$ cat config.mk
export PLATFORM = sky130hd
export DESIGN_NAME = video_out
export DESIGN_NICKNAME = d
export VERILOG_FILES = /design/src/common/ppu_video_pkg.sv /design/src/video_out.sv
export VERILOG_INCLUDE_DIRS = /design/src /design/src/common
export SDC_FILE = /design/constraint.sdc
export NUM_CORES = 1
export LEC_CHECK = 0
export BUFFER_PORTS_ARGS = -buffer_cell sky130_fd_sc_hd__buf_2
export CORE_MARGIN = 2
export CORE_UTILIZATION = 47
export DETAILED_ROUTE_END_ITERATION = 12
export PLACE_DENSITY = 0.79
export SYNTH_ARGS = -nofsm -noshare
export SYNTH_HDL_FRONTEND = slang
export SYNTH_SLANG_ARGS = --single-unit
$ cat constraint.sdc
create_clock -name clk -period 1.9 [get_ports clk]
set_input_delay 0.095 -clock clk [delete_from_list [all_inputs] [get_ports clk]]
set_output_delay 0.095 -clock clk [all_outputs]
set_load 0.03 [all_outputs]
$ cat src/common/ppu_settings.svh
`ifndef PPU_SETTINGS_SVH
`define PPU_SETTINGS_SVH

// Raster, one pixel per clock
`define PPU_H_VISIBLE 256
`define PPU_H_TOTAL 320
`define PPU_HS_START 272
`define PPU_HS_LEN 24
`define PPU_V_VISIBLE 240
`define PPU_V_TOTAL 262
`define PPU_VS_START 244
`define PPU_VS_LEN 3

`define PPU_VRAM_DEPTH 16384
`define PPU_PAL_DEPTH 32
`define PPU_PAL_BASE 16'h3F00 // Palette window start in PPU space

`define PPU_REG_CTRL 0
`define PPU_REG_MASK 1
`define PPU_REG_STATUS 2
`define PPU_REG_ADDR 6
`define PPU_REG_DATA 7

`endif

$ cat src/common/ppu_video_pkg.sv
`default_nettype none
`include "ppu_settings.svh"

package ppu_video_pkg;

	typedef logic [5:0] color_t; // Index into the master colour set
	typedef logic [$clog2(`PPU_PAL_DEPTH)-1:0] pal_addr_t;

	// Raster position as seen by the rest of the chip
	typedef struct packed {
		logic [8:0] hc;
		logic [8:0] vc;
		logic       visible;
		logic       in_vblank; // Memories belong to the CPU
	} beam_t;

	typedef struct packed {
		logic [7:0] r;
		logic [7:0] g;
		logic [7:0] b;
	} rgb_t;

	// Everything leaving on the video pins
	typedef struct packed {
		logic hs;      // Active low
		logic vs;      // Active low
		logic blank_n;
		rgb_t rgb;
	} vga_t;

endpackage

`default_nettype wire

$ cat src/video_out.sv
`timescale 1ns/1ps
`default_nettype none
`include "ppu_settings.svh"

module video_out (
	input  logic                     clk,
	input  logic                     rst_n,
	input  ppu_video_pkg::pal_addr_t pix_pal,
	input  ppu_video_pkg::color_t    pal_rdata,
	output ppu_video_pkg::beam_t     beam,
	output ppu_video_pkg::pal_addr_t pal_addr,
	output ppu_video_pkg::vga_t      vga,
	output logic                     vga_clk
);

	import ppu_video_pkg::*;

	localparam logic [8:0] H_LAST = 9'(`PPU_H_TOTAL - 1);
	localparam logic [8:0] V_LAST = 9'(`PPU_V_TOTAL - 1);
	localparam logic [8:0] H_VIS = 9'(`PPU_H_VISIBLE);
	localparam logic [8:0] V_VIS = 9'(`PPU_V_VISIBLE);
	localparam logic [8:0] HS_START = 9'(`PPU_HS_START);
	localparam logic [8:0] HS_END = 9'(`PPU_HS_START + `PPU_HS_LEN);
	localparam logic [8:0] VS_START = 9'(`PPU_VS_START);
	localparam logic [8:0] VS_END = 9'(`PPU_VS_START + `PPU_VS_LEN);

	typedef struct packed {
		logic hs;
		logic vs;
		logic blank_n;
	} sync_t;

	localparam sync_t SYNC_IDLE = '{hs: 1'b1, vs: 1'b1, blank_n: 1'b0};

	logic [8:0] hc;
	logic [8:0] vc;
	sync_t      sync_now;
	sync_t      sync_d1;  // Lines up with pix_pal
	sync_t      sync_d2;  // Lines up with pal_rdata
	rgb_t       expand;

	always_ff @(posedge clk) begin
		if (!rst_n) begin
			hc <= '0;
			vc <= '0;
		end else if (hc == H_LAST) begin
			hc <= '0;
			vc <= (vc == V_LAST) ? 9'd0 : vc + 9'd1;
		end else begin
			hc <= hc + 9'd1;
		end
	end

	// Last line hands the memories back so the renderer can prefetch line 0
	always_comb begin
		beam.hc = hc;
		beam.vc = vc;
		beam.visible = (hc < H_VIS) && (vc < V_VIS);
		beam.in_vblank = (vc >= V_VIS) && (vc < V_LAST);
		sync_now.hs = !((hc >= HS_START) && (hc < HS_END));
		sync_now.vs = !((vc >= VS_START) && (vc < VS_END));
		sync_now.blank_n = beam.visible;
	end

	assign pal_addr = pix_pal;

	// Each 2-bit channel repeated to 8 bits
	assign expand.r = {4{pal_rdata[5:4]}};
	assign expand.g = {4{pal_rdata[3:2]}};
	assign expand.b = {4{pal_rdata[1:0]}};

	always_ff @(posedge clk) begin
		if (!rst_n) begin
			sync_d1 <= SYNC_IDLE;
			sync_d2 <= SYNC_IDLE;
			vga <= '{hs: 1'b1, vs: 1'b1, blank_n: 1'b0, rgb: '0};
			vga_clk <= 1'b0;
		end else begin
			sync_d1 <= sync_now;
			sync_d2 <= sync_d1;
			vga.hs <= sync_d2.hs;
			vga.vs <= sync_d2.vs;
			vga.blank_n <= sync_d2.blank_n;
			vga.rgb <= sync_d2.blank_n ? expand : '0; // Black outside the picture
			vga_clk <= !vga_clk;
		end
	end

endmodule

`default_nettype wire

Word level (Yosys, flattened, before mapping)
Cells that the tools add are included.
- bitwise logic cells: 1
- equality and inequality tests: 2
- multiplexer cells: 1
- reductions and logical operators: 9
- magnitude comparators: 8
- add/sub/neg operators: 2
- operators with widths (cell ; number):
    $lt 9x9->1 const B ; 3
    $add 9x1->9 const B ; 2
    $eq 9x9->1 const B ; 2
    $ge 9x8->1 const B ; 2
    $lt 9x8->1 const B ; 2
    $ge 9x9->1 const B ; 1
    $mux 9 ; 1
    $logic_and 1x1->1 ; 4
    $logic_not 1->1 ; 3
    $reduce_and 2->1 ; 1
    $reduce_or 2->1 ; 1
    $not 1->1 ; 1
- input port bits: 13
- word-level logic and storage cells: 38
- output and inout bits: 53
- register bits after elaboration: 52

Logic depth before layout (Yosys ltp)
- depth after elaboration: 3
- depth in mapped cells: 6
- depth with buffers taken out: 5

Worst setup path after synthesis
OpenSTA, ideal clock, no wires.
- path kind: register to register
- start point: register hc[0]
- end point: register vc[3]
- clock period less this slack: 1.767 ns
- path slack: 0.133 ns
- stages on the path, launching flop included: 6
- data required time: 1.829 ns
- buffers on the path: 0
- library setup time: 0.071 ns
- arrival time: 1.697 ns
- cell sequence: dfxtp_1 -> ha_1 -> and4_4 -> nand3_2 -> or4b_1 -> a21oi_1
- longest elaborated chain between the ends: 1
- ends and longest elaborated chain (what ; line ; RTL):
    start: declaration ; video_out.sv:35 ; logic [8:0] hc;
    start signal: assignment ; video_out.sv:50 ; hc <= hc + 9'd1;
    $eq 9x9->1 ; video_out.sv:46 ; end else if (hc == H_LAST) begin
    end signal: assignment ; video_out.sv:48 ; vc <= (vc == V_LAST) ? 9'd0 : vc + 9'd1;
    end: declaration ; video_out.sv:36 ; logic [8:0] vc;
No other way between the ends.
A chain may end at the register's enable or synchronous reset.

==> impl_metrics.yaml <==
drt:
  antenna_violating_nets_post_route: 0
  first_pass_iteration_count_of_the_detailed_router: 4
  post_drt_via_cell_ratio: 4.88
  avgRoutedWirePerCell_um: 11.6
  drt_drc_violations_left: 0
  totalWireLength_um: 2980
  num_vias: 1254
  drt_iter0_markers: 35
pwr:
  power_frac_seq_pct: 58.8
  combinationalPowerShare_pct: 8.6
  internal-power_uw: 942
  worst_ir_drop_vdd_v: 0.000402
  power_leakage_nw: 0.836
  power_share_of_the_clock_group_pct: 32.7
  total_power_mw: 1.25
  cellPowerDensity_nw_per_um2: 693
  switching_share_pct: 24.8
  power.net_switching_uw: 311
sta:
  min_period_ns: 1.81
  setup-violations-final: 0
  period_share_pct: 95.1
  rsz0062_at_grt: "false"
  fmaxAchievable_mhz: 554
  clock_skew_ns: 0.00955
  finalSetupTns_ns: 0
  max-slew-margin-rel_pct: 73.0
  hold_viol: 0
  final.hold.worst_slack_ns: 0.183
  max_slew.worst_pin.slew_ns: 0.405
  drv_slew: 0
  setup_ws_ns: 0.0937
global_route:
  initial_antenna_violation_count: 0
  overflow: 0
  grt_max_degree: 24
  wire_length_of_the_first_global_routing_pass_um: 4630
  grt_pass1_vias: 1104
  total_routing_usage_reported_by_global_routing_pct: 16.9
setup_path:
  highest_cell_delay_on_the_worst_timing_path_ns: 0.50
  critPathMaxFanout: 9
  critPathLaunchType: "register"
  path_class: "reg -> out"
  critical-path-slowest-cell: "dfxtp_1"
  worst-endpoint-arrival_ns: 1.71
  worst-endpoint-required_ns: 1.80
  crit_path_cell_trace: "and4_1, nor2b_1, a31o_2, buf_2"
  timing.critical_path.to_type: "output port"
synthesis:
  flops_latches_synth: 34
  asyncSetResetFlopFracSynth_pct: 0
  synth_sequential_area_ratio_pct: 44.1
  syn-mean-instance-area_um2: 8.98
  syn-instance-count: 172
  edff_count_synth: 0
  synth_cell_type_count: 38
  total_number_of_yosys_warnings: 0
  synth.net_count: 189
  netlist_area_um2: 1540
  synth_top_flop_cell: "dfxtp_1"
hold_path:
  hp-class: "in -> reg"
die:
  die_w_um: 61.3
  dieArea_um2: 3760
  floorplan.initialDensity_pct: 50.2
  floorplan.core_area_um2: 3080
  chipHeight_um: 61.3
  num_io_pins: 66
  row_count: 20
cells_and_area:
  stdcell_count: 257
  most-common-layout-cells: "buf_2, dfxtp_1, nand2_1"
  area_growth_from_synthesis_to_layout_pct: 17.1
  finish.instance_area_um2: 1810
  layout.cells.most_common: "buf_2"
  utilization_after_layout_pct: 58.7
  antenna_cells_inserted: 0
  fraction_of_layout_instances_using_a_drive_strength_above_1_pct: 33.8
  finish.net_count: 229
clocking:
  clock_latency_of_the_later_clocked_register_in_the_worst_skew_pair_ns: 0.33
  cts_made_buffers: 5
  postCtsResizedCells: 0
  clk_transition_reported_paths_ns: 0.10
  ctsHoldBuffers: 6
  cts_tree: "yes"
  cts.htree.levels: 2
  cts_setup_buffers: 0
  cts_sinks: 34
  cts.path.max_buffers: 2
  root_buffer: "clkbuf_4"
placed_design:
  port_buffers: 55
  preCtsSetupSlack_ns: 0.220
  detailed_place_hpwl_um: 2060
  placed_cells: 243
  place_area_um2: 1690
  place.gp.congestion: 0.874
status:
  outcome: "finished, final reports clean"
run:
  max_cap_viol_count: 0
state kept, by name, summed over array words and instances, names as in the netlist:
name / count
hc: 9
sync_d1: 3
sync_d2: 3
vc: 9
vga: 9
vga_clk: 1
synthesized netlist by cell type (3+ instances only):
cell type	number	area, um2
inv_1	5	18.8
dfxtp_1	34	681
buf_4	24	180
nand2b_1	4	25.0
ha_1	4	50.1
nand2_1	15	56.3
xnor2_1	3	26.3
nor2_1	13	48.8
o22ai_1	4	25.0
xor2_1	3	26.3
nand4_1	3	18.8
clkbuf_1	4	15.0
nand3_1	9	45.0
and3_1	9	56.3
a21oi_1	8	40.0
power by group through the flow:
| stage | Combinational (mW) | Clock [mW] | Sequential [mW] |
|---|---|---|---|
| final | 0.107 | 0.409 | 0.736 |
| after global routing | 0.117 | 0.463 | 0.739 |
| after CTS | 0.108 | 0.418 | 0.736 |
| after detailed placement | 0.0984 | 0 | 0.753 |
| after global placement | 0.0989 | 0 | 0.752 |
| after floorplan | 0.0757 | 0 | 0.774 |
worst paths after layout:
| kind | start | end | slack [ns] | cells past startpoint |
|---|---|---|---|---|
| setup reg to reg | hc[0] | vc[3] | 0.20 | 5 |
| hold reg to reg | sync_d2[1] | vga[25] | 0.42 | 1 |
| hold / removal | rst_n | vga[25] | 0.18 | 3 |
| setup / recovery | vc[4] | beam[0] | 0.09 | 4 |
cell families after synthesis:
family | synth area share, %
AND/OR/NAND/NOR | 25.3
buffers and inverters | 14.7
flip-flops | 44.1
AO/OA/AOI/OAI | 7.78
XOR/XNOR | 3.40
adder cells (fa/ha/maj) | 3.24
multiplexers | 1.46
worst max-delay path: cells and delay by family, from the launching register on:
| kind | cells | cell delay [ns] |
|---|---|---|
| simple gates | 2 | 0.56 |
| flops | 1 | 0.50 |
| buf+inv | 1 | 0.19 |
| compound gates | 1 | 0.14 |
metal layers:
metal / wire [um] / track usage [%]
met1: 1360 / 18.9
met2: 1340 / 27.8
met3: 250 / 6.09
met4: 33 / 9.32
met5: 0 / 0
cell type report:
type / count / area [um2]
clock buffers: 7 / 55.1
clock inverters: 1 / 5.00
fillers: 272 / 1270
inverters: 5 / 18.8
multi-input cells: 102 / 636
flip-flops and latches: 34 / 681
well taps: 44 / 55.1
repair buffers: 64 / 358
Power figures use the tool's default switching activity.
