[src/common/ppu_settings.svh]
`ifndef PPU_SETTINGS_SVH
`define PPU_SETTINGS_SVH

// Raster, one pixel per clock
`define PPU_H_VISIBLE 256
`define PPU_H_TOTAL 320
`define PPU_HS_START 272
`define PPU_HS_LEN 24
`define PPU_V_VISIBLE 240
`define PPU_V_TOTAL 262
`define PPU_VS_START 244
`define PPU_VS_LEN 3

`define PPU_VRAM_DEPTH 16384
`define PPU_PAL_DEPTH 32
`define PPU_PAL_BASE 16'h3F00 // Palette window start in PPU space

`define PPU_REG_CTRL 0
`define PPU_REG_MASK 1
`define PPU_REG_STATUS 2
`define PPU_REG_ADDR 6
`define PPU_REG_DATA 7

`endif

[src/common/ppu_bus_pkg.sv]
`default_nettype none
`include "ppu_settings.svh"

package ppu_bus_pkg;

	typedef logic [$clog2(`PPU_VRAM_DEPTH)-1:0] ppu_addr_t;

	// CTRL register, MSB first
	typedef struct packed {
		logic       nmi_en;    // Bit 7
		logic [1:0] spare_hi;  // Bits 6:5
		logic       bg_table;  // Bit 4, pattern table 0x1000
		logic       spare_mid; // Bit 3
		logic       incr32;    // Bit 2, DATA steps by 32
		logic [1:0] spare_lo;  // Bits 1:0
	} ctrl_t;

	// MASK register
	typedef struct packed {
		logic [3:0] spare_hi; // Bits 7:4
		logic       show_bg;  // Bit 3
		logic [2:0] spare_lo; // Bits 2:0
	} mask_t;

	// One CPU side memory access
	typedef struct packed {
		ppu_addr_t  addr;
		logic       we;
		logic [7:0] wdata;
	} mem_req_t;

endpackage

`default_nettype wire

[src/common/ppu_video_pkg.sv]
`default_nettype none
`include "ppu_settings.svh"

package ppu_video_pkg;

	typedef logic [5:0] color_t; // Index into the master colour set
	typedef logic [$clog2(`PPU_PAL_DEPTH)-1:0] pal_addr_t;

	// Raster position as seen by the rest of the chip
	typedef struct packed {
		logic [8:0] hc;
		logic [8:0] vc;
		logic       visible;
		logic       in_vblank; // Memories belong to the CPU
	} beam_t;

	typedef struct packed {
		logic [7:0] r;
		logic [7:0] g;
		logic [7:0] b;
	} rgb_t;

	// Everything leaving on the video pins
	typedef struct packed {
		logic hs;      // Active low
		logic vs;      // Active low
		logic blank_n;
		rgb_t rgb;
	} vga_t;

endpackage

`default_nettype wire

[src/render/ppu_render.sv]
`timescale 1ns/1ps
`default_nettype none
`include "ppu_settings.svh"

module ppu_render (
	input  logic                     clk,
	input  logic                     rst_n,
	input  ppu_video_pkg::beam_t     beam,
	input  ppu_bus_pkg::ctrl_t       ctrl,
	input  logic [7:0]               vram_rdata,
	output ppu_bus_pkg::ppu_addr_t   vram_addr,
	output ppu_video_pkg::pal_addr_t pix_pal
);

	localparam logic [8:0] PREFETCH_X = 9'(`PPU_H_TOTAL - 16);
	localparam logic [8:0] LAST_LINE = 9'(`PPU_V_TOTAL - 1);

	logic        prefetch;
	logic [8:0]  fx;          // Pixel column being fetched
	logic [8:0]  fy;          // Line being fetched
	logic [2:0]  phase;
	logic [7:0]  attr_sh;
	logic [7:0]  name_q;
	logic [1:0]  attr_q;
	logic [7:0]  pat_lo_q;
	logic [15:0] sr_lo;
	logic [15:0] sr_hi;
	logic [1:0]  at_cur;      // Pair for the tile on screen
	logic [1:0]  at_nxt;
	logic [1:0]  px;

	assign phase = beam.hc[2:0];

	// Fetch runs 16 pixels ahead, the last two slots prefetch the next line
	always_comb begin
		prefetch = beam.hc >= PREFETCH_X;
		if (prefetch) begin
			fx = beam.hc - PREFETCH_X;
			fy = (beam.vc == LAST_LINE) ? 9'd0 : beam.vc + 9'd1;
		end else begin
			fx = beam.hc + 9'd16;
			fy = beam.vc;
		end
	end

	always_comb begin
		case (phase[2:1])
			2'd0: vram_addr = {1'b1, 3'b000, fy[7:3], fx[7:3]};        // Name table
			2'd1: vram_addr = {4'b1000, 4'b1111, fy[7:5], fx[7:5]};    // Attribute table
			2'd2: vram_addr = {1'b0, ctrl.bg_table, name_q, 1'b0, fy[2:0]};
			default: vram_addr = {1'b0, ctrl.bg_table, name_q, 1'b1, fy[2:0]};
		endcase
	end

	// Quadrant picks one of four pairs
	assign attr_sh = vram_rdata >> {fy[4], fx[4], 1'b0};

	always_ff @(posedge clk) begin
		case (phase)
			3'd1: name_q <= vram_rdata;
			3'd3: attr_q <= attr_sh[1:0];
			3'd5: pat_lo_q <= vram_rdata;
			default: ;
		endcase
		if (phase == 3'd7) begin
			sr_lo <= {sr_lo[14:7], pat_lo_q};
			sr_hi <= {sr_hi[14:7], vram_rdata}; // High plane straight from RAM
			at_nxt <= attr_q;
			at_cur <= at_nxt;
		end else begin
			sr_lo <= {sr_lo[14:0], 1'b0};
			sr_hi <= {sr_hi[14:0], 1'b0};
		end
	end

	assign px = {sr_hi[15], sr_lo[15]};

	always_ff @(posedge clk) begin
		if (!rst_n) begin
			pix_pal <= '0;
		end else begin
			pix_pal <= (px == 2'b00) ? 5'd0 : {1'b0, at_cur, px}; // Transparent uses entry 0
		end
	end

endmodule

`default_nettype wire

[config.mk]
export PLATFORM = sky130hd
export DESIGN_NAME = ppu_render
export DESIGN_NICKNAME = d
export VERILOG_FILES = /design/src/common/ppu_bus_pkg.sv /design/src/common/ppu_video_pkg.sv /design/src/render/ppu_render.sv
export VERILOG_INCLUDE_DIRS = /design/src /design/src/common
export SDC_FILE = /design/constraint.sdc
export NUM_CORES = 1
export LEC_CHECK = 0
export BUFFER_PORTS_ARGS = -buffer_cell sky130_fd_sc_hd__buf_2
export CAP_MARGIN = 30
export CELL_PAD_IN_SITES_DETAIL_PLACEMENT = 1
export CELL_PAD_IN_SITES_GLOBAL_PLACEMENT = 1
export CORE_MARGIN = 2
export CORE_UTILIZATION = 41
export CTS_CLUSTER_DIAMETER = 50
export DETAILED_ROUTE_END_ITERATION = 6
export PLACE_DENSITY = 0.84
export SYNTH_ARGS = -nofsm -noshare
export SYNTH_HDL_FRONTEND = slang
export SYNTH_SLANG_ARGS = --single-unit
[constraint.sdc]
create_clock -name clk -period 3.66 [get_ports clk]
set_input_delay 0.732 -clock clk [delete_from_list [all_inputs] [get_ports clk]]
set_output_delay 0.732 -clock clk [all_outputs]
set_load 0.05 [all_outputs]
Word level (Yosys, flattened, before mapping)
Cells that the tools add are included.

storage, ports and cells
  register bits = 59
  bits of input ports = 38
  output and inout port bits = 19
  word-level logic and storage cells = 33

cells by class
  $add $sub $neg = 3
  order comparisons = 1
  eq/ne operators = 7
  shift operators = 1
  mux-type cells = 6
  bitwise logic cells = 1
  reduce and logical (&&, ||, !) cells = 3

operators with widths
  operator                                                               number
  14-bit case mux with 3 select lines                                    1
  8-bit 2-to-1 mux                                                       5
  9-bit equality test, second input constant                             1
  9-bit greater-or-equal comparator, second input constant               1
  8-bit by 1-bit adder with 8-bit output, second input constant          1
  8-bit by 5-bit adder with 8-bit output, second input constant          1
  8-bit by 3-bit right shift with 2-bit output                           1
  8-bit by 6-bit subtractor with 8-bit output, second input constant     1
  3-bit equality test, second input constant                             2
  2-bit logical NOT                                                      2
  3-bit by 1-bit equality test with 1-bit output, second input constant  1
  3-bit by 2-bit equality test with 1-bit output, second input constant  1
  2-bit by 1-bit equality test with 1-bit output, second input constant  1
  2-bit equality test, second input constant                             1
  2-bit OR reduction                                                     1
  1-bit inverter                                                         1

Logic depth before layout (Yosys ltp)
Gate-level depths: netlist (run 1).

  depth in word-level cells = 4
  depth in mapped cells = 10
  depth with buffers taken out = 10

Worst setup path after synthesis (run 1)
OpenSTA, ideal clock, no wires.

  path kind = in2out
  start point = input beam[15] in the netlist's numbering
  end point = output vram_addr[1]
  arrival time = 3.225 ns
  required time = 2.928 ns
  path slack = -0.297 ns
  stages on the path = 8
  path buffers = 1
  cell sequence = buf_6 > a211o_1 > a2bb2oi_4 > inv_4 > ha_1 > xnor2_1 > mux2_2 > o21ai_0

between the ends
  word-level cells in the longest chain between the ends = 3
  elaborated cells between the ends (all ways) = 6
  classes of those cells = add/sub: 2; order compare: 1; mux: 3

ends and longest elaborated chain
  item                                                            RTL line          text
  start, declared                                                 ppu_render.sv:8   input ppu_video_pkg::beam_t beam,
  8-bit by 5-bit adder with 8-bit output (tied with other cells)  ppu_render.sv:41  fx = beam.hc + 9'd16;
  8-bit 2-to-1 mux                                                ppu_render.sv:37  if (prefetch) begin
  14-bit case mux with 3 select lines (*)                         ppu_render.sv:47  case (phase[2:1])
  end, declared                                                   ppu_render.sv:11  output ppu_bus_pkg::ppu_addr_t vram_addr,

Mark *: on every way between the ends. The rest lies on a longest branch, timed or not.

Worst setup path after layout (run 1)
  start point = input beam[15] in the netlist's numbering
  end point = output vram_addr[4]

The elaborated chain is that of the path after synthesis.

==> results.json, run 1 <==
{
  "grt_max_degree": 21,
  "arrival_ps": 2760,
  "fillers": 630,
  "min_period_ps": 3490,
  "hold_buffers": 0,
  "hold_viol_final": 0,
  "io_buffers": 46,
  "wl_mm": 5.73,
  "max-slew-margin-rel_pct": 56.4,
  "max_cap_viol_count": 0,
  "finalClockSkew_ps": 6.10,
  "tightest_slew_ps": 654,
  "post_drt_via_cell_ratio": 5.11,
  "critPathLaunchType": "input port",
  "core_um2": 5470,
  "finalCritPeriodShare_pct": 95.5,
  "comb_power_share_pct": 13.3,
  "numCtsBuffers": 9,
  "peakVddDrop_uv": 287,
  "synthMostInstantiatedCell": "nand2_1",
  "cp_max_fo": 4,
  "run_status": "finished, final reports clean",
  "antenna_found_initial": 0,
  "switchingPower_uw": 418,
  "fp.dieW_um": 79.0,
  "areaGrowthSynthToFinish_pct": 24.2,
  "num_rows": 27,
  "stdcell_area_um2": 2870,
  "start_util_pct": 42.2,
  "p_per_area_nw_per_um2": 566,
  "busiest_layer": "met2",
  "min_path_type": "flip-flop to flip-flop",
  "clock_sinks": 58,
  "synthCells": 199,
  "ant_nets": 0,
  "setup-tns-final_ps": 0,
  "synthTopCellsByCount": "47 x nand2_1, 36 x dfxtp_1, 22 x edfxtp_1",
  "fin_util_pct": 52.4,
  "intPower_mw": 1.20,
  "drv_slew": 0,
  "cts_tree": "built",
  "num-nets-final": 296,
  "crit_type": "input port to primary output",
  "synth_top_cell_by_area": "dfxtp_1",
  "seq_area_frac_synth_pct": 59.9,
  "dieArea_um2": 6240,
  "clockBufferDepth": 2,
  "firstDrtPassIters": 4,
  "synth.area.top_cells": "dfxtp_1 31%, edfxtp_1 29%, nand2_1 7.6%",
  "synth.avg_cell_area_um2": 11.6,
  "async_flop_share_pct": 0,
  "dpl.hpwl_mm": 3.90,
  "use_met3_pct": 6.36,
  "clkPwrFrac_pct": 41.3,
  "clk_latency_ps": 330,
  "yosys_warnings": 0,
  "h-tree-depth": 3,
  "synth_top_area_share_pct": 31.2,
  "vias": 1691,
  "drc": 0,
  "n_antenna_cell": 0,
  "required_ps": 2930,
  "rsz0062_at_grt": "false",
  "clkTransAtPathRegs_ps": 70,
  "grt-ovfl-total": 0,
  "syn-cell-area_um2": 2310,
  "p_sw_share_pct": 25.7,
  "synth_ff_type": "dfxtp_1",
  "setup-violations-final": 0,
  "synth_edf_count": 22,
  "drt_iter0_drc": 84,
  "grtUsageMet2_pct": 34.2,
  "yosysUniqueCellTypes": 38,
  "leakage_nw": 1.24,
  "sequentialPowerShare_pct": 45.4,
  "drive_gt1_share_pct": 31.7,
  "max_freq_mhz": 286,
  "pin_count": 57,
  "ys_seq_elements": 58,
  "globalplace.congestion": 0.786,
  "grt_pass1_wl_mm": 9.20,
  "endpoint_kind": "primary output",
  "synth_nets": 241,
  "use_met1_pct": 23.2,
  "cts_root_buffer": "clkbuf_8",
  "grt_pass1_vias": 1787,
  "die_h_um": 79.0,
  "grt_use_total_pct": 20.3,
  "post_drt_wl_per_cell_um": 17.3,
  "placed_area_um2": 2610
}
[cells by family after synthesis]
logic type | after synthesis | share of synthesized area (%)
XOR/XNOR | 8 | 3.04
AO/OA/AOI/OAI | 21 | 7.00
other | 1 | 0.163
flip-flops | 58 | 59.9
adder cells (fa/ha/maj) | 4 | 2.17
buffers and inverters | 16 | 4.01
multiplexers | 8 | 5.80
AND/OR/NAND/NOR | 83 | 17.9
[repair_timing]
action,4_1_cts,5_1_grt
setup endpoints to repair,0,2
buffers inserted,0,1
gates resized for setup,0,1
[area by class of cell]
class,instances,area (µm²),area share (%)
Inverter,8,32.5,1.14
Sequential cell,58,1380,48.2
Clock inverter,3,20.0,0.699
Timing Repair Buffer,52,278,9.69
Multi-Input combinational cell,125,840,29.3
Tap cell,72,90.1,3.14
Clock buffer,13,224,7.82
[power by group through the flow]
stage | clock, mW | sequential (mW) | combinational, mW
6_report | 0.670 | 0.737 | 0.216
5_1_grt | 0.709 | 0.742 | 0.230
3_5_place_dp | 0 | 0.750 | 0.212
2_1_floorplan | 0 | 0.755 | 0.137
4_1_cts | 0.681 | 0.738 | 0.215
3_3_place_gp | 0 | 0.746 | 0.205
[worst max-delay path: stages]
cell and delay [ps]:
buf_2 120, ha_1 220, nand4bb_1 160, a2bb2oi_4 200
inv_4 40, ha_1 300, a31oi_1 100, xnor2_1 300
xnor2_1 130, o221ai_2 170, buf_2 290
[path summary, 6_finish.rpt]
path | start | to | slack [ps] | cells after the start
setup / recovery | beam[15] | vram_addr[4] | 170 | 11
hold / removal | sr_hi[13] | sr_hi[14] | 320 | 0
setup reg to reg | sr_hi[15] | pix_pal[3] | 2910 | 2
hold reg to reg | sr_hi[13] | sr_hi[14] | 320 | 0
[state kept, by name, indices dropped and copies added (netlist names)]
| register | count |
|---|---|
| pat_lo_q | 8 |
| name_q | 8 |
| attr_q | 2 |
| at_nxt | 2 |
| sr_lo | 16 |
| sr_hi | 16 |
| at_cur | 2 |
| pix_pal | 4 |
[per-layer routing]
metal | wire length (µm) | vias up
met4 | 182 | 0
met3 | 269 | 16
met2 | 2930 | 45
met1 | 2350 | 828
met5 | 0 | -
li1 | - | 802
[cell usage in the layout, fill, tap and decap left out, types with 6 or more instances in the layout]
master	netlist	routed
and2_1	9	9
nand2_1	47	47
inv_1	6	6
o21ai_0	8	7
xnor2_1	6	6
dfxtp_1	36	36
buf_2	0	45
buf_4	2	6
edfxtp_1	22	22
nand3_1	6	6
clkbuf_8	0	9
nor2_1	7	7
[per-stage QoR]
step	hold WS [ps]	worst slack [ps]	power [mW]	std cells
6_report	325	166	1.62	331
5_1_grt	335	17.8	1.68	331
4_1_cts	326	70.6	1.63	330
3_5_place_dp	313	84.1	0.961	314
3_3_place_gp	310	149	0.951	314
2_1_floorplan	310	81.5	0.892	199
Power figures use the tool's default switching activity.
==> run 2, diff against run 1 <==
--- a/config.mk
+++ b/config.mk
@@ -14,6 +14,7 @@
 export CORE_UTILIZATION = 41
 export CTS_CLUSTER_DIAMETER = 50
 export DETAILED_ROUTE_END_ITERATION = 6
+export MAX_ROUTING_LAYER = met4
 export PLACE_DENSITY = 0.84
 export SYNTH_ARGS = -nofsm -noshare
 export SYNTH_HDL_FRONTEND = slang
==> run 2 against run 1 <==
  * Design area did not move
  * Critical path type unchanged
  * Final cell count unchanged
  * Critical path depth did not move
  * Non-clock buffer count is the same
==> results.json, run 2 (same netlist as run 1, synthesis figures left out) <==
{
  "clk_latency_ps": 340,
  "pin_count": 57,
  "grt_use_total_pct": 20.8,
  "min_path_type": "flip-flop to flip-flop",
  "stdcell_count": 331,
  "grt_pass1_vias": 1780,
  "antenna_found_initial": 0,
  "seq_area_um2": 1380,
  "firstDrtPassIters": 4,
  "peakVddDrop_uv": 291,
  "die_h_um": 79.0,
  "max_freq_mhz": 286,
  "h-tree-depth": 3,
  "io_buffers": 46,
  "run_status": "finished, final reports clean",
  "fp.dieW_um": 79.0,
  "grt_max_degree": 21,
  "drt_iter0_drc": 91,
  "start_util_pct": 42.2,
  "cp.buffers_inverters": 3,
  "hold_viol_final": 0,
  "post_drt_via_cell_ratio": 5.11,
  "n_antenna_cell": 0,
  "drv_slew": 0,
  "setup-violations-final": 0,
  "areaGrowthSynthToFinish_pct": 24.2,
  "grt-ovfl-total": 0,
  "placedCellCount": 314,
  "dpl.hpwl_mm": 3.90,
  "globalplace.congestion": 0.797,
  "finalClockSkew_ps": 6.94,
  "clkTransAtPathRegs_ps": 70,
  "vias": 1690,
  "numCtsBuffers": 9,
  "fillers": 630,
  "reg_top3": "sr_hi (16), sr_lo (16)",
  "crit_type": "input port to primary output",
  "required_ps": 2930,
  "num_rows": 27,
  "setup-tns-final_ps": 0,
  "ant_nets": 0,
  "core_um2": 5470,
  "wl_mm": 5.75,
  "tightest_slew_ps": 646,
  "cpPeakStageDelay_ps": 300,
  "final_cell_mix": "47 x nand2_1, 45 x buf_2, 36 x dfxtp_1, 22 x edfxtp_1",
  "rsz0062_at_grt": "false",
  "crit_chain": "buf_2 > ha_1 > nand4bb_1 > a2bb2oi_4 > inv_4 > ha_1 > a31oi_1 > xnor2_1 > xnor2_1 > o221ai_2 > buf_2",
  "post_drt_wl_per_cell_um": 17.4,
  "multi_input_area_um2": 840,
  "cp_max_fo": 4,
  "path_delay_family": "adder cells",
  "p_per_area_nw_per_um2": 567,
  "max-slew-margin-rel_pct": 56.9,
  "endpoint_kind": "primary output",
  "drc": 0,
  "clockBufferDepth": 2,
  "fin_util_pct": 52.4,
  "crit_slowest_cell": "ha_1",
  "leakage_nw": 1.24,
  "finalCritPeriodShare_pct": 95.6,
  "grt_pass1_wl_mm": 9.20,
  "dieArea_um2": 6240,
  "final_common_cell": "nand2_1",
  "max_cap_viol_count": 0,
  "cts_root_buffer": "clkbuf_8",
  "num-nets-final": 296,
  "critPathLaunchType": "input port",
  "clock_sinks": 58,
  "drive_gt1_share_pct": 31.7,
  "arrival_ps": 2770,
  "cts_tree": "built",
  "hold_buffers": 0,
  "min_period_ps": 3500
}
-- run 2: cell counts in the layout (fill, tap and decap cells not counted) --
Identical to the previous run, type by type.
-- run 2: timing repair --
action	4_1_cts	5_1_grt
gates resized for setup	0	1
setup endpoints to repair	0	2
setup buffers	0	1
-- run 2: layout make-up --
type / instances / area share, %
inverters: 8 / 1.14
flip-flops and latches: 58 / 48.2
well taps: 72 / 3.14
multi-input cells: 125 / 29.3
repair buffers: 52 / 9.69
clock inverters: 3 / 0.699
clock buffers: 13 / 7.82
-- run 2: path summary, 6_finish.rpt --
path | startpoint | slack, ps | cells after the start | to
worst max register to register | sr_hi[15] | 2900 | 2 | pix_pal[3]
worst max-delay path | beam[15] | 160 | 11 | vram_addr[4]
worst min register to register | sr_hi[13] | 320 | 0 | sr_hi[14]
worst min-delay path | sr_hi[13] | 320 | 0 | sr_hi[14]
-- run 2: worst reg2reg max path, delay by kind of cell (launching register included) --
family | cells | cell delay, ps
DFF | 1 | 310
AOI/OAI and AO/OA | 1 | 250
and+or+nand+nor | 1 | 70
-- run 2: metrics by stage --
step	instance area (µm²)	worst slack (ps)	power [mW]	hold WS, ps
global route	2870	17.8	1.68	335
detailed placement	2610	84.1	0.961	313
floorplan	2310	81.5	0.892	310
CTS	2860	70.6	1.63	326
global placement	2610	149	0.951	310
finish	2870	163	1.62	323
-- run 2: where the power goes --
group          internal, mW  leakage [nW]  total, mW  switching (mW)
sequential            0.722         0.501      0.737          0.0150
combinational        0.0713         0.613      0.215           0.144
clock                 0.411         0.126      0.672           0.261
total                  1.20          1.24       1.62           0.420
-- run 2: layer usage --
metal	up-vias	GRT usage (%)	part of all wire, %
li1	802	-	-
met5	-	-	0
met3	14	6.59	3.6
met4	0	10.2	3.0
met2	42	34.2	51
met1	832	23.0	42
