$ cat src/common/ppu_settings.svh
`ifndef PPU_SETTINGS_SVH
`define PPU_SETTINGS_SVH

// Raster, one pixel per clock
`define PPU_H_VISIBLE 256
`define PPU_H_TOTAL 320
`define PPU_HS_START 272
`define PPU_HS_LEN 24
`define PPU_V_VISIBLE 240
`define PPU_V_TOTAL 262
`define PPU_VS_START 244
`define PPU_VS_LEN 3

`define PPU_VRAM_DEPTH 16384
`define PPU_PAL_DEPTH 32
`define PPU_PAL_BASE 16'h3F00 // Palette window start in PPU space

`define PPU_REG_CTRL 0
`define PPU_REG_MASK 1
`define PPU_REG_STATUS 2
`define PPU_REG_ADDR 6
`define PPU_REG_DATA 7

`endif

$ cat src/common/ppu_bus_pkg.sv
`default_nettype none
`include "ppu_settings.svh"

package ppu_bus_pkg;

	typedef logic [$clog2(`PPU_VRAM_DEPTH)-1:0] ppu_addr_t;

	// CTRL register, MSB first
	typedef struct packed {
		logic       nmi_en;    // Bit 7
		logic [1:0] spare_hi;  // Bits 6:5
		logic       bg_table;  // Bit 4, pattern table 0x1000
		logic       spare_mid; // Bit 3
		logic       incr32;    // Bit 2, DATA steps by 32
		logic [1:0] spare_lo;  // Bits 1:0
	} ctrl_t;

	// MASK register
	typedef struct packed {
		logic [3:0] spare_hi; // Bits 7:4
		logic       show_bg;  // Bit 3
		logic [2:0] spare_lo; // Bits 2:0
	} mask_t;

	// One CPU side memory access
	typedef struct packed {
		ppu_addr_t  addr;
		logic       we;
		logic [7:0] wdata;
	} mem_req_t;

endpackage

`default_nettype wire

$ cat src/common/ppu_video_pkg.sv
`default_nettype none
`include "ppu_settings.svh"

package ppu_video_pkg;

	typedef logic [5:0] color_t; // Index into the master colour set
	typedef logic [$clog2(`PPU_PAL_DEPTH)-1:0] pal_addr_t;

	// Raster position as seen by the rest of the chip
	typedef struct packed {
		logic [8:0] hc;
		logic [8:0] vc;
		logic       visible;
		logic       in_vblank; // Memories belong to the CPU
	} beam_t;

	typedef struct packed {
		logic [7:0] r;
		logic [7:0] g;
		logic [7:0] b;
	} rgb_t;

	// Everything leaving on the video pins
	typedef struct packed {
		logic hs;      // Active low
		logic vs;      // Active low
		logic blank_n;
		rgb_t rgb;
	} vga_t;

endpackage

`default_nettype wire

$ cat src/ppu_reg/ppu_reg.sv
`timescale 1ns/1ps
`default_nettype none
`include "ppu_settings.svh"

module ppu_reg (
	input  logic                   clk,
	input  logic                   rst_n,
	input  logic                   cs,
	input  logic                   we,
	input  logic [2:0]             reg_addr,
	input  logic [7:0]             cpu_data_in,
	input  ppu_video_pkg::beam_t   beam,
	input  logic                   cpu_owns,
	input  logic [7:0]             vram_rdata,
	input  ppu_video_pkg::color_t  pal_rdata,
	output logic [7:0]             cpu_data_out,
	output ppu_bus_pkg::mem_req_t  cpu_req,
	output ppu_bus_pkg::ctrl_t     ctrl,
	output ppu_bus_pkg::mask_t     mask,
	output logic                   nmi
);

	import ppu_bus_pkg::*;

	localparam logic [2:0] REG_CTRL = 3'(`PPU_REG_CTRL);
	localparam logic [2:0] REG_MASK = 3'(`PPU_REG_MASK);
	localparam logic [2:0] REG_STATUS = 3'(`PPU_REG_STATUS);
	localparam logic [2:0] REG_ADDR = 3'(`PPU_REG_ADDR);
	localparam logic [2:0] REG_DATA = 3'(`PPU_REG_DATA);

	ppu_addr_t  vaddr;
	ppu_addr_t  step;
	logic       addr_lo_next; // Next ADDR write fills the low byte
	logic [7:0] rbuf;         // VRAM read buffer
	logic [7:0] rd_q;
	logic       pal_rd_q;
	logic       refill_q;
	logic       vblank_flag;
	logic       in_vblank_q;
	logic       data_acc;
	logic       addr_is_pal;

	assign data_acc = cs && (reg_addr == REG_DATA);
	assign addr_is_pal = {2'b00, vaddr} >= `PPU_PAL_BASE;
	assign step = ctrl.incr32 ? ppu_addr_t'(32) : ppu_addr_t'(1);

	// Current address goes out every cycle, we only on a DATA write
	assign cpu_req = '{addr: vaddr, we: data_acc && we, wdata: cpu_data_in};

	assign cpu_data_out = pal_rd_q ? {2'b00, pal_rdata} : rd_q; // Palette skips the buffer
	assign nmi = ctrl.nmi_en && vblank_flag;

	always_ff @(posedge clk) begin
		if (!rst_n) begin
			ctrl <= '0;
			mask <= '0;
			vaddr <= '0;
			addr_lo_next <= 1'b0;
			rd_q <= '0;
			pal_rd_q <= 1'b0;
			refill_q <= 1'b0;
			vblank_flag <= 1'b0;
			in_vblank_q <= 1'b0;
		end else begin
			in_vblank_q <= beam.in_vblank;
			pal_rd_q <= 1'b0;
			refill_q <= 1'b0;
			if (pal_rd_q) begin
				rd_q <= {2'b00, pal_rdata}; // Hold palette word until next read
			end
			if (beam.vc == 9'd0) begin
				vblank_flag <= 1'b0;
			end
			if (cs && we) begin
				case (reg_addr)
					REG_CTRL: ctrl <= ctrl_t'(cpu_data_in);
					REG_MASK: mask <= mask_t'(cpu_data_in);
					REG_ADDR: begin
						if (addr_lo_next) begin
							vaddr[7:0] <= cpu_data_in;
						end else begin
							vaddr[13:8] <= cpu_data_in[5:0];
						end
						addr_lo_next <= !addr_lo_next;
					end
					default: ;
				endcase
			end else if (cs) begin
				case (reg_addr)
					REG_STATUS: begin
						rd_q <= {vblank_flag, 7'b0000000};
						vblank_flag <= 1'b0;
						addr_lo_next <= 1'b0;
					end
					REG_DATA: begin
						if (addr_is_pal && cpu_owns) begin
							pal_rd_q <= 1'b1;
						end else begin
							rd_q <= rbuf; // Previous buffer contents
							refill_q <= cpu_owns && !addr_is_pal;
						end
					end
					default: rd_q <= '0;
				endcase
			end
			if (data_acc) begin
				vaddr <= vaddr + step; // Steps even when the access is dropped
			end
			if (beam.in_vblank && !in_vblank_q) begin
				vblank_flag <= 1'b1;
			end
		end
	end

	// RAM word arrives one cycle after the strobe
	always_ff @(posedge clk) begin
		if (refill_q) begin
			rbuf <= vram_rdata;
		end
	end

endmodule

`default_nettype wire

$ cat config.mk
export PLATFORM = sky130hd
export DESIGN_NAME = ppu_reg
export DESIGN_NICKNAME = d
export VERILOG_FILES = /design/src/common/ppu_bus_pkg.sv /design/src/common/ppu_video_pkg.sv /design/src/ppu_reg/ppu_reg.sv
export VERILOG_INCLUDE_DIRS = /design/src /design/src/common
export SDC_FILE = /design/constraint.sdc
export NUM_CORES = 1
export LEC_CHECK = 0
export BUFFER_PORTS_ARGS = -buffer_cell sky130_fd_sc_hd__buf_2
export CAP_MARGIN = 20
export CORE_MARGIN = 8
export CORE_UTILIZATION = 40
export CTS_CLUSTER_DIAMETER = 50
export DETAILED_ROUTE_END_ITERATION = 12
export PLACE_DENSITY = 0.68
export SYNTH_ARGS = -nofsm -noshare
export SYNTH_HDL_FRONTEND = slang
export SYNTH_SLANG_ARGS = --single-unit
$ cat constraint.sdc
create_clock -name clk -period 2.1 [get_ports clk]
set_input_delay 0.63 -clock clk [delete_from_list [all_inputs] [get_ports clk]]
set_output_delay 0.63 -clock clk [all_outputs]
set_load 0.02 [all_outputs]
Yosys cells after proc, flatten, opt, wreduce, memory -nomap -nowiden:

Index checks and enable logic that the tools add are counted.

* register bits after elaboration: 51
* input port bits: 50
* output and inout bits: 48
* word-level logic and storage cells: 74

* $add $sub $neg: 1
* magnitude comparators: 1
* eq/ne operators: 6
* muxes and demuxes: 21
* bitwise gates (word level): 3
* reduce and logical (&&, ||, !) cells: 24

Operators by type and width (number)
* 2-to-1 mux 14 bit: 3
* 2-to-1 mux 8 bit: 5
* one-hot mux 8 bit (2 select lines): 1
* adder 14 x 6 -> 14 bit: 1
* >= comparator 14 bit (second input constant): 1
* 2-to-1 mux 6 bit: 2
* 2-to-1 mux 1 bit: 10
* nonzero test 2 bit: 5
* logical NOT 9 bit: 1
* AND reduction 3 bit: 3
* logical AND 1 bit: 7
* equality test 3 bit (second input constant): 2
* OR reduction 5 bit: 1
* inequality test 2 x 1 -> 1 bit (second input constant): 2
* AND reduction 2 bit: 2
* OR reduction 4 bit: 1
* equality test 3 x 1 -> 1 bit (second input constant): 1
* equality test 3 x 2 -> 1 bit (second input constant): 1
* logical NOT 1 bit: 3
* logical NOT 3 bit: 1
* inverter 1 bit: 3

Depth between registers and ports, before layout:

Gate-level depths: netlist (run 1).

* depth in word-level cells: 6
* depth in mapped cells: 7
* mapped depth without buffers: 7

Worst setup path after synthesis (run 1):

OpenSTA, ideal clock, no wires.

* path type: reg-to-reg
* start: register ctrl[2] (netlist bit)
* end: register vaddr[8]
* library setup time: 0.132 ns
* arrival time: 1.780 ns
* slack: 0.188 ns
* cell stages (with the launch flop): 8
* buffers on the path: 0
* period minus slack after synthesis: 1.912 ns
* cells stage by stage: dfxtp_1 inv_1 ha_1 ha_1 and4_1 a21boi_0 mux2i_1 a21oi_1

* word-level cells in the longest chain between the ends: 3

Ends and longest elaborated chain
* from (decl): line ppu_reg.sv:18 `output ppu_bus_pkg::ctrl_t ctrl,`
* from (signal assigned): line ppu_reg.sv:76 `REG_CTRL: ctrl <= ctrl_t'(cpu_data_in);`
* 2-to-1 mux 6 bit: line ppu_reg.sv:45 `assign step = ctrl.incr32 ? ppu_addr_t'(32) : ppu_addr_t'(1);`
* adder 14 x 6 -> 14 bit: line ppu_reg.sv:107 `vaddr <= vaddr + step;`
* 2-to-1 mux 14 bit: line ppu_reg.sv:106 `if (data_acc) begin`
* to (signal assigned): line ppu_reg.sv:82 `vaddr[13:8] <= cpu_data_in[5:0];`
* to (signal assigned): line ppu_reg.sv:107
* to (decl): line ppu_reg.sv:31 `ppu_addr_t vaddr;`

No other way between the ends.
A chain may end at the register's enable or synchronous reset.

Worst setup path after layout (run 1):

* start: register ctrl[2] (netlist bit)
* end: register vaddr[12]

The elaborated chain is that of the path after synthesis.

==> flow_summary.json, run 1 <==
{
  "die_y_um": 95.4,
  "final-max-slew-violation-count": 0,
  "worst_ir_drop_vdd_v": 0.000418,
  "finalSetupViolCount": 0,
  "top_signal_layer_used": "met4",
  "postRouteAntennaNets": 0,
  "power_per_cell_area_mw_per_mm2": 618,
  "half_perimeter_wire_length_after_placement_um": 5260,
  "worst_margin_slew_ns": 0.439,
  "layout_common_cells": "sky130_fd_sc_hd__buf_2 (87), sky130_fd_sc_hd__dfxtp_1 (42), sky130_fd_sc_hd__mux2i_1 (24), sky130_fd_sc_hd__nor2_1 (24), sky130_fd_sc_hd__nand2_1 (15)",
  "synth-warning-count": 0,
  "avgViaCountPerCell": 5.43,
  "finish.net_count": 404,
  "rows": 29,
  "max_freq_mhz": 516,
  "cts-root-buf": "sky130_fd_sc_hd__clkbuf_8",
  "grt.overflow.total": 0,
  "floorplan.initialDensity_pct": 40.6,
  "post-place-cells": 421,
  "vias": 2331,
  "async_flop_share_pct": 0,
  "yosys_most_used_dff": "sky130_fd_sc_hd__dfxtp_1",
  "multiplexer_area_fraction_after_synthesis_pct": 10.4,
  "detail_route.iter0.violations": 98,
  "gr-usage-all-layers_pct": 15.5,
  "antenna_violations_before_repair": 0,
  "total_placed_instance_area_mm2": 0.00302,
  "cts_tree": "yes",
  "cp_capture_type": "register",
  "cts.path.max_buffers": 2,
  "tritoncts.num_buffers": 5,
  "layout-area-overhead-vs-synth_pct": 25.2,
  "yosys.cell_types.count": 56,
  "place.port_buffers": 87,
  "grt_pass1_vias": 2309,
  "route.detailed.wl_per_inst_um": 16.1,
  "critPathRequiredTime_ns": 2.32,
  "hold_wc_path_type": "register to register",
  "min_period_ns": 1.94,
  "grt_setup_unrepaired": "no",
  "boundaryPins": 98,
  "outcome": "finished clean",
  "synth-edff-count": 8,
  "clkSinkCount": 51,
  "synth-seq-area-share_pct": 43.7,
  "post-route-util_pct": 50.9,
  "clock_latency_ns": 0.30,
  "critPathLaunchType": "register",
  "worstPathArrival_ns": 2.15,
  "drt_drc_violations_left": 0,
  "maximum_number_of_pins_on_one_net_before_global_route_repair": 32,
  "ctsHtreeMaxLevel": 2,
  "clkTransAtPathRegs_ns": 0.09,
  "final_common_cell": "sky130_fd_sc_hd__buf_2",
  "compound_cell_area_share_of_the_yosys_netlist_pct": 16.6,
  "wl_met2_um": 3230,
  "post_synthesis_share_of_cell_area_spent_on_and_or_nand_and_nor_gates_pct": 21.0,
  "syn_nets": 319,
  "power.leakage_nw": 1.45,
  "detailroute.wirelength.met3_um": 566,
  "report.power.total_w": 0.00195,
  "setup.worst_path.class": "register to register",
  "routed_wl_um": 6900,
  "ys_seq_elements": 51,
  "drt-pass1-iter-count": 4,
  "post-route-period-util_pct": 92.3,
  "timing.slew.headroom_pct": 70.7,
  "post_route_cells_drive_above_1_share_pct": 32.7,
  "worstPathMaxFanout": 5,
  "grt_first_pass_wirelength_um": 11200,
  "synth_top_family_by_area": "simple AND/OR/NAND/NOR gates",
  "core_area_mm2": 0.00620,
  "place_congestion": 0.839,
  "die_width_um": 95.4,
  "report.final.hold_viol_count": 0,
  "layoutNonFillerInstCount": 429,
  "timing.setup.tns_ns": 0,
  "design.die.area_mm2": 0.00910,
  "synth_cells": 266,
  "antenna_cells_inserted": 0,
  "layout.cell_area.non_filler_mm2": 0.00316,
  "cts_hold_buf": 0,
  "drv_cap": 0,
  "synth-adder-area-share_pct": 1.49,
  "netlist_area_mm2": 0.00252,
  "synthesis.area_per_instance_um2": 9.48,
  "wirelength_met1_um": 3030,
  "final_clock_skew_ns": 0.00479,
  "synthXorXnorAreaFrac_pct": 0
}
layer usage:
metal	up-vias	GRT usage, %
li1	1138	-
met4	0	4.87
met3	7	4.57
met1	1102	18.6
met5	-	0
met2	84	26.0
where the power goes:
group	internal [W]	leakage, nW	switching [W]
Sequential	0.00100	0.420	0.0000103
Clock	0.000429	0.0636	0.000327
Combinational	0.0000712	0.964	0.000110
final timing paths:
| kind | cells after the start | to | slack, ns | startpoint |
|---|---|---|---|---|
| worst min register to register | 1 | rd_q[2]$_SDFF_PN0_ | 0.45 | rbuf[2]$_DFFE_PP_ |
| worst max register to register | 8 | vaddr[12]$_SDFFE_PN0P_ | 0.16 | ctrl[2]$_SDFFE_PN0P_ |
| worst max-delay path | 8 | vaddr[12]$_SDFFE_PN0P_ | 0.16 | ctrl[2]$_SDFFE_PN0P_ |
| worst min-delay path | 1 | rd_q[2]$_SDFF_PN0_ | 0.45 | rbuf[2]$_DFFE_PP_ |
final cells by class:
cell class	instances	area (um2)
Multi-Input combinational cell	181	1250
Clock buffer	7	97.6
Timing Repair Buffer	99	526
Sequential cell	51	1100
Tap cell	77	96.3
Fill cell	620	3050
Inverter	13	48.8
Clock inverter	1	30.0
Yosys cell counts (2+ instances only):
cell | n | area [um2]
sky130_fd_sc_hd__a21o_1 | 2 | 15.0
sky130_fd_sc_hd__nor4_1 | 2 | 12.5
sky130_fd_sc_hd__nor2_1 | 24 | 90.1
sky130_fd_sc_hd__nand2_1 | 15 | 56.3
sky130_fd_sc_hd__buf_4 | 9 | 67.6
sky130_fd_sc_hd__a31oi_1 | 5 | 31.3
sky130_fd_sc_hd__a2bb2oi_1 | 3 | 26.3
sky130_fd_sc_hd__nand3b_1 | 3 | 22.5
sky130_fd_sc_hd__nor2b_1 | 4 | 25.0
sky130_fd_sc_hd__mux2i_1 | 24 | 240
sky130_fd_sc_hd__a21oi_1 | 12 | 60.1
sky130_fd_sc_hd__and2_1 | 5 | 31.3
sky130_fd_sc_hd__a211oi_1 | 3 | 22.5
sky130_fd_sc_hd__inv_1 | 13 | 48.8
sky130_fd_sc_hd__and3_1 | 3 | 18.8
sky130_fd_sc_hd__nand3_1 | 10 | 50.1
sky130_fd_sc_hd__clkbuf_1 | 4 | 15.0
sky130_fd_sc_hd__a22oi_1 | 3 | 22.5
sky130_fd_sc_hd__o2bb2ai_1 | 6 | 52.6
sky130_fd_sc_hd__or3_1 | 6 | 37.5
sky130_fd_sc_hd__nand4_1 | 3 | 18.8
sky130_fd_sc_hd__ha_1 | 3 | 37.5
sky130_fd_sc_hd__and4_1 | 3 | 26.3
sky130_fd_sc_hd__o21ai_1 | 2 | 10.0
sky130_fd_sc_hd__buf_2 | 7 | 35.0
sky130_fd_sc_hd__nor3_1 | 6 | 30.0
sky130_fd_sc_hd__dfxtp_1 | 43 | 861
sky130_fd_sc_hd__edfxtp_1 | 8 | 240
sky130_fd_sc_hd__o21ai_0 | 6 | 30.0
sky130_fd_sc_hd__nand2b_1 | 3 | 18.8
kinds of logic after synthesis:
kind of cell	after synthesis
compound gates	56
fa+ha+maj	3
buf+inv	34
flops	51
mux	26
simple gates	96
per-stage QoR:
step / hold slack [ns] / setup WS, ns
finish: 0.451 / 0.162
global route: 0.470 / 0.0270
CTS: 0.454 / 0.0561
detailed placement: 0.432 / 0.0922
global placement: 0.429 / 0.142
floorplan: 0.426 / 0.188
critical path: stages, from the launching register on:
cell and delay (ns):
sky130_fd_sc_hd__dfxtp_1 0.37, sky130_fd_sc_hd__inv_1 0.07, sky130_fd_sc_hd__ha_2 0.19, sky130_fd_sc_hd__ha_2 0.19, sky130_fd_sc_hd__and4_1 0.25, sky130_fd_sc_hd__a21boi_0 0.10, sky130_fd_sc_hd__buf_4 0.16, sky130_fd_sc_hd__or3_1 0.31
sky130_fd_sc_hd__a211oi_1 0.20
flip-flops by register name (all words and copies together), names as in the netlist:
register,count
addr_lo_next,1
rbuf,8
vaddr,14
mask,8
rd_q,8
vblank_flag,1
refill_q,1
in_vblank_q,1
pal_rd_q,1
ctrl,8
repair_timing:
action	4_1_cts	5_1_grt
setup endpoints to repair	0	7
resized for setup	0	3
buffers inserted	0	0
Power figures use the tool's default switching activity.
==> inputs of run 2 (changes only) <==
Settings changed: CORE_UTILIZATION 40 to 44, PLACE_DENSITY 0.68 to 0.76.
Clock period 2.1 ns to 1.7 ns, I/O delays scaled along.
==> flow_summary.json, run 2 (same netlist as run 1, synthesis figures left out) <==
{
  "cts_tree": "yes",
  "tritoncts.num_buffers": 5,
  "rows": 27,
  "report.final.hold_viol_count": 0,
  "design.die.area_mm2": 0.00841,
  "fillCellCount": 479,
  "post-route-util_pct": 62.6,
  "cts_hold_buf": 0,
  "worst_margin_slew_ns": 0.361,
  "finalSetupViolCount": 1,
  "drt_drc_violations_left": 0,
  "place.port_buffers": 87,
  "grt_pass1_vias": 2468,
  "half_perimeter_wire_length_after_placement_um": 5370,
  "r2r_start": "ctrl[2]$_SDFFE_PN0P_",
  "power.leakage_nw": 1.58,
  "finish.net_count": 431,
  "combPwrFrac_pct": 11.4,
  "final_clock_skew_ns": 0.00687,
  "min_period_ns": 1.71,
  "grt_first_pass_wirelength_um": 11500,
  "post_route_cells_drive_above_1_share_pct": 40.9,
  "avgViaCountPerCell": 5.42,
  "r2r_slack_ns": 0.05,
  "route.detailed.wl_per_inst_um": 15.9,
  "multi_input_area_mm2": 0.00134,
  "timing.slew.headroom_pct": 75.9,
  "share_clk_of_total_power_pct": 33.9,
  "critical_path.endpoint": "cpu_data_out[4]",
  "setup.worst_path.class": "register to primary output",
  "boundaryPins": 98,
  "total_placed_instance_area_mm2": 0.00320,
  "clkSinkCount": 51,
  "violations": "negative setup slack",
  "drv_cap": 0,
  "sequential_cell_area_mm2": 0.00111,
  "postRouteAntennaNets": 0,
  "core_area_mm2": 0.00551,
  "max_freq_mhz": 585,
  "antenna_cells_inserted": 0,
  "worstPathArrival_ns": 1.20,
  "cts-root-buf": "sky130_fd_sc_hd__clkbuf_8",
  "drt-pass1-iter-count": 6,
  "power.net_switching_w": 0.000555,
  "power_per_cell_area_mw_per_mm2": 664,
  "hold_wc_path_type": "primary input to register",
  "layout.cell_area.non_filler_mm2": 0.00345,
  "die_width_um": 91.7,
  "reg2reg_to": "vaddr[9]$_SDFFE_PN0P_",
  "cp_capture_type": "primary output",
  "gr-usage-all-layers_pct": 16.6,
  "vias": 2443,
  "clkTransAtPathRegs_ns": 0.09,
  "timing.final.ws_setup_ns": -0.00850,
  "place_congestion": 0.851,
  "worstPathMaxFanout": 7,
  "critPathRequiredTime_ns": 1.19,
  "maximum_number_of_pins_on_one_net_before_global_route_repair": 32,
  "ff2ff_path_depth": 6,
  "power.share.switching_pct": 24.2,
  "layout-area-overhead-vs-synth_pct": 36.8,
  "worstSetupStartpoint": "pal_rd_q$_SDFF_PP0_",
  "final_common_cell": "sky130_fd_sc_hd__buf_2",
  "layout_common_cells": "sky130_fd_sc_hd__buf_2 (82), sky130_fd_sc_hd__dfxtp_1 (40), sky130_fd_sc_hd__buf_4 (39), sky130_fd_sc_hd__mux2i_1 (23), sky130_fd_sc_hd__nor2_1 (23)",
  "detail_route.iter0.violations": 169,
  "largest_register_ffs": 14,
  "routed_wl_um": 7150,
  "critPathLaunchType": "register",
  "floorplan.initialDensity_pct": 45.8,
  "grt_setup_unrepaired": "yes",
  "final-max-slew-violation-count": 0,
  "post-route-period-util_pct": 101,
  "outcome": "finished with violations",
  "pwr-share-seq_pct": 54.7,
  "register_bank_with_the_most_flops": "vaddr",
  "ctsHtreeMaxLevel": 2,
  "worst_ir_drop_vdd_v": 0.000450,
  "cts.path.max_buffers": 2,
  "grt.overflow.total": 0,
  "clock_latency_ns": 0.30,
  "die_y_um": 91.7,
  "internal-power_w": 0.00173,
  "antenna_violations_before_repair": 0
}
[run 2: cell type report]
cell class | count | share of cell area [%]
clock inverter | 1 | 0.218
sequential | 51 | 32.1
multi-input combinational | 181 | 38.9
tap | 72 | 2.61
clock buffer | 7 | 2.83
timing repair buffer | 126 | 21.9
inverter | 13 | 1.41
[run 2: worst max-delay path, stage by stage (launching register included)]
cell and delay, ns:
sky130_fd_sc_hd__dfxtp_4 0.43, sky130_fd_sc_hd__mux2i_1 0.25, sky130_fd_sc_hd__inv_1 0.06, sky130_fd_sc_hd__buf_2 0.16
[run 2: power by group through the flow]
stage	registers, W	clock network (W)	logic [W]
finish	0.00125	0.000777	0.000260
global route	0.00125	0.000839	0.000283
CTS	0.00125	0.000800	0.000254
detailed placement	0.00128	0	0.000250
global placement	0.00128	0	0.000245
floorplan	0.00129	0	0.000119
[run 2: what timing repair did]
action                     4_1_cts  5_1_grt
setup endpoints to repair       10       16
gates resized for setup         10       15
gates cloned                     0        0
buffers inserted                 4        2
pin swaps                        0        2
[run 2: worst min-delay path by stage]
stage	cells past startpoint	to	from	slack (ns)
global route	1	rbuf[6]$_DFFE_PP_	vram_rdata[6]	0.36
global placement	1	rd_q[1]$_SDFF_PN0_	rbuf[1]$_DFFE_PP_	0.43
detailed placement	1	rd_q[5]$_SDFF_PN0_	rbuf[5]$_DFFE_PP_	0.44
CTS	1	rbuf[6]$_DFFE_PP_	vram_rdata[6]	0.36
finish	1	rbuf[6]$_DFFE_PP_	vram_rdata[6]	0.37
floorplan	1	rd_q[0]$_SDFF_PN0_	rbuf[0]$_DFFE_PP_	0.43
[run 2: stage by stage]
stage / power, W / hold slack (ns) / setup WS (ns) / cells / TNS, ns
floorplan: 0.00141 / 0.426 / 0.00270 / 266 / 0
detailed placement: 0.00153 / 0.437 / -0.0868 / 437 / -0.858
global route: 0.00238 / 0.360 / -0.0793 / 451 / -0.423
CTS: 0.00230 / 0.360 / -0.0172 / 449 / -0.0172
finish: 0.00229 / 0.374 / -0.00850 / 451 / -0.00850
global placement: 0.00152 / 0.430 / -0.0674 / 437 / -0.519
[run 2: metal layers]
layer  vias up  GRT usage (%)  wire length (um)
li1       1196              -                 -
met1      1147           18.6              3010
met2        93           28.2              3430
met3         7           6.19               611
met4         0           6.31                99
met5         -              0                 0
==> inputs of run 3 (changes only) <==
==> constraint.sdc (replaced) <==
create_clock -name clk -period 1.7 [get_ports clk]
set_input_delay 0 -clock clk [delete_from_list [all_inputs] [get_ports clk]]
set_output_delay 0 -clock clk [all_outputs]
set_load 0.02 [all_outputs]
==> flow_summary.json, run 3 (same netlist as run 1, synthesis figures left out) <==
{
  "outcome": "finished clean",
  "tritoncts.num_buffers": 5,
  "final-max-slew-violation-count": 0,
  "vias": 2374,
  "worstPathMaxFanout": 5,
  "antenna_violations_before_repair": 0,
  "antenna_cells_inserted": 0,
  "critPathLaunchType": "register",
  "postRouteAntennaNets": 0,
  "cp_capture_type": "register",
  "post-route-period-util_pct": 97.1,
  "cts_tree": "yes",
  "total_placed_instance_area_mm2": 0.00305,
  "global_route.peak_usage_layer": "met2",
  "min_period_ns": 1.65,
  "post-cts-setup-buffers": 0,
  "sequential_cell_area_mm2": 0.00110,
  "hold_wc_path_type": "primary input to register",
  "final_common_cell": "sky130_fd_sc_hd__buf_2",
  "avgViaCountPerCell": 5.37,
  "worstPathArrival_ns": 1.88,
  "grt_setup_unrepaired": "yes",
  "maximum_number_of_pins_on_one_net_before_global_route_repair": 32,
  "layout-area-overhead-vs-synth_pct": 33.3,
  "report.final.hold_viol_count": 0,
  "boundaryPins": 98,
  "fillCellCount": 466,
  "critical_path.cell_chain": "inv_1 -> ha_4 -> ha_2 -> and4_4 -> a21boi_4 -> or3_1 -> a211oi_2",
  "gr-usage-met3_pct": 5.46,
  "worst_ir_drop_vdd_v": 0.000566,
  "rows": 27,
  "post_route_cells_drive_above_1_share_pct": 33.5,
  "timing.critical_path.slowest_stage_cell": "sky130_fd_sc_hd__dfxtp_2",
  "crit_path_max_incr_delay_ns": 0.34,
  "setup.worst_path.class": "register to register",
  "cts-root-buf": "sky130_fd_sc_hd__clkbuf_8",
  "gr-usage-met2_pct": 29.1,
  "critPathRequiredTime_ns": 1.93,
  "grt.overflow.total": 0,
  "design.die.area_mm2": 0.00841,
  "cts.path.max_buffers": 2,
  "detail_route.iter0.violations": 220,
  "largest_register_ffs": 14,
  "layout.cell_area.non_filler_mm2": 0.00336,
  "power_per_cell_area_mw_per_mm2": 657,
  "max_freq_mhz": 606,
  "finalSetupViolCount": 0,
  "final_clock_skew_ns": 0.00912,
  "globalRouteMet1Util_pct": 18.9,
  "floorplan.initialDensity_pct": 45.8,
  "die_width_um": 91.7,
  "worst_margin_slew_ns": 0.485,
  "place_congestion": 0.927,
  "drt-pass1-iter-count": 4,
  "multi_input_area_mm2": 0.00132,
  "finish.net_count": 422,
  "core_area_mm2": 0.00551,
  "clkTransAtPathRegs_ns": 0.10,
  "place.port_buffers": 87,
  "drt_drc_violations_left": 0,
  "drv_cap": 0,
  "power.leakage_nw": 1.53,
  "grt_pass1_vias": 2418,
  "routed_wl_um": 7150,
  "route.detailed.wl_per_inst_um": 16.2,
  "clock_latency_ns": 0.31,
  "timing.slew.headroom_pct": 67.5,
  "die_y_um": 91.7,
  "gr-usage-all-layers_pct": 16.5,
  "register_bank_with_the_most_flops": "vaddr",
  "grt_first_pass_wirelength_um": 11600,
  "layout_common_cells": "sky130_fd_sc_hd__buf_2 (87), sky130_fd_sc_hd__dfxtp_1 (41), sky130_fd_sc_hd__mux2i_1 (24), sky130_fd_sc_hd__nor2_1 (24), sky130_fd_sc_hd__dlygate4sd3_1 (17)",
  "half_perimeter_wire_length_after_placement_um": 5230,
  "ctsHtreeMaxLevel": 2,
  "timing.setup.tns_ns": 0,
  "clkSinkCount": 51
}
-- run 3: changes by cell type in the layout (fill, tap and decap cells not counted), moves of 2 or more --
| cell | delta |
|---|---|
| sky130_fd_sc_hd__buf_2 | +5 |
| sky130_fd_sc_hd__o311ai_1 | -2 |
| sky130_fd_sc_hd__buf_6 | -3 |
| sky130_fd_sc_hd__dlygate4sd3_1 | +17 |
| sky130_fd_sc_hd__buf_4 | -27 |
-- run 3: final timing paths --
kind | from | endpoint | slack (ns) | cells after the start
hold / removal | cpu_data_in[2] | mask[2]$_SDFFE_PN0P_ | 0.004 | 3
hold reg to reg | rbuf[1]$_DFFE_PP_ | rd_q[1]$_SDFF_PN0_ | 0.45 | 1
setup / recovery | ctrl[2]$_SDFFE_PN0P_ | vaddr[12]$_SDFFE_PN0P_ | 0.05 | 7
setup reg to reg | ctrl[2]$_SDFFE_PN0P_ | vaddr[12]$_SDFFE_PN0P_ | 0.05 | 7
-- run 3: critical path: cells and delay by family, from the launching register on --
| kind | cells | cell delay, ns |
|---|---|---|
| AND/OR/NAND/NOR | 2 | 0.56 |
| flip-flops | 1 | 0.34 |
| adder cells (fa/ha/maj) | 2 | 0.34 |
| AO/OA/AOI/OAI | 2 | 0.25 |
| buffers and inverters | 1 | 0.08 |
-- run 3: layout make-up --
class / instances / area share, %
well taps: 72 / 2.68
repair buffers: 117 / 21.0
inverters: 13 / 1.45
multi-input cells: 181 / 39.3
flip-flops and latches: 51 / 32.8
clock buffers: 5 / 2.05
clock inverters: 3 / 0.596
-- run 3: power breakdown --
group	switching (W)	internal (W)	total (W)
logic	0.000143	0.000114	0.000258
clock network	0.000411	0.000288	0.000699
registers	0.0000109	0.00124	0.00125
total	0.000565	0.00164	0.00221
-- run 3: layer usage --
layer  up-vias  routed length [um]
li1       1177                   -
met1      1112                3050
met2        80                3560
met3         5                 488
met4         0                  48
met5         -                   0
-- run 3: per-stage QoR --
| stage | setup WS (ns) | instances | total power, W | hold WS, ns | util [%] |
|---|---|---|---|---|---|
| 6_report | 0.0501 | 442 | 0.00221 | 0.00424 | 61.0 |
| 5_1_grt | -0.0565 | 442 | 0.00229 | 0.00329 | 61.0 |
| 4_1_cts | 0.0163 | 442 | 0.00222 | 0.00361 | 60.1 |
| 3_5_place_dp | 0.0198 | 417 | 0.00150 | 0.179 | 55.3 |
| 3_3_place_gp | 0.0724 | 417 | 0.00150 | 0.178 | 55.3 |
| 2_1_floorplan | 0.00270 | 266 | 0.00141 | 0.0989 | - |
-- run 3: what timing repair did --
action,4_1_cts,5_1_grt
hold buffers,17,0
hold endpoints to repair,19,0
setup endpoints to repair,1,6
pin swaps,0,1
gates resized for setup,1,10
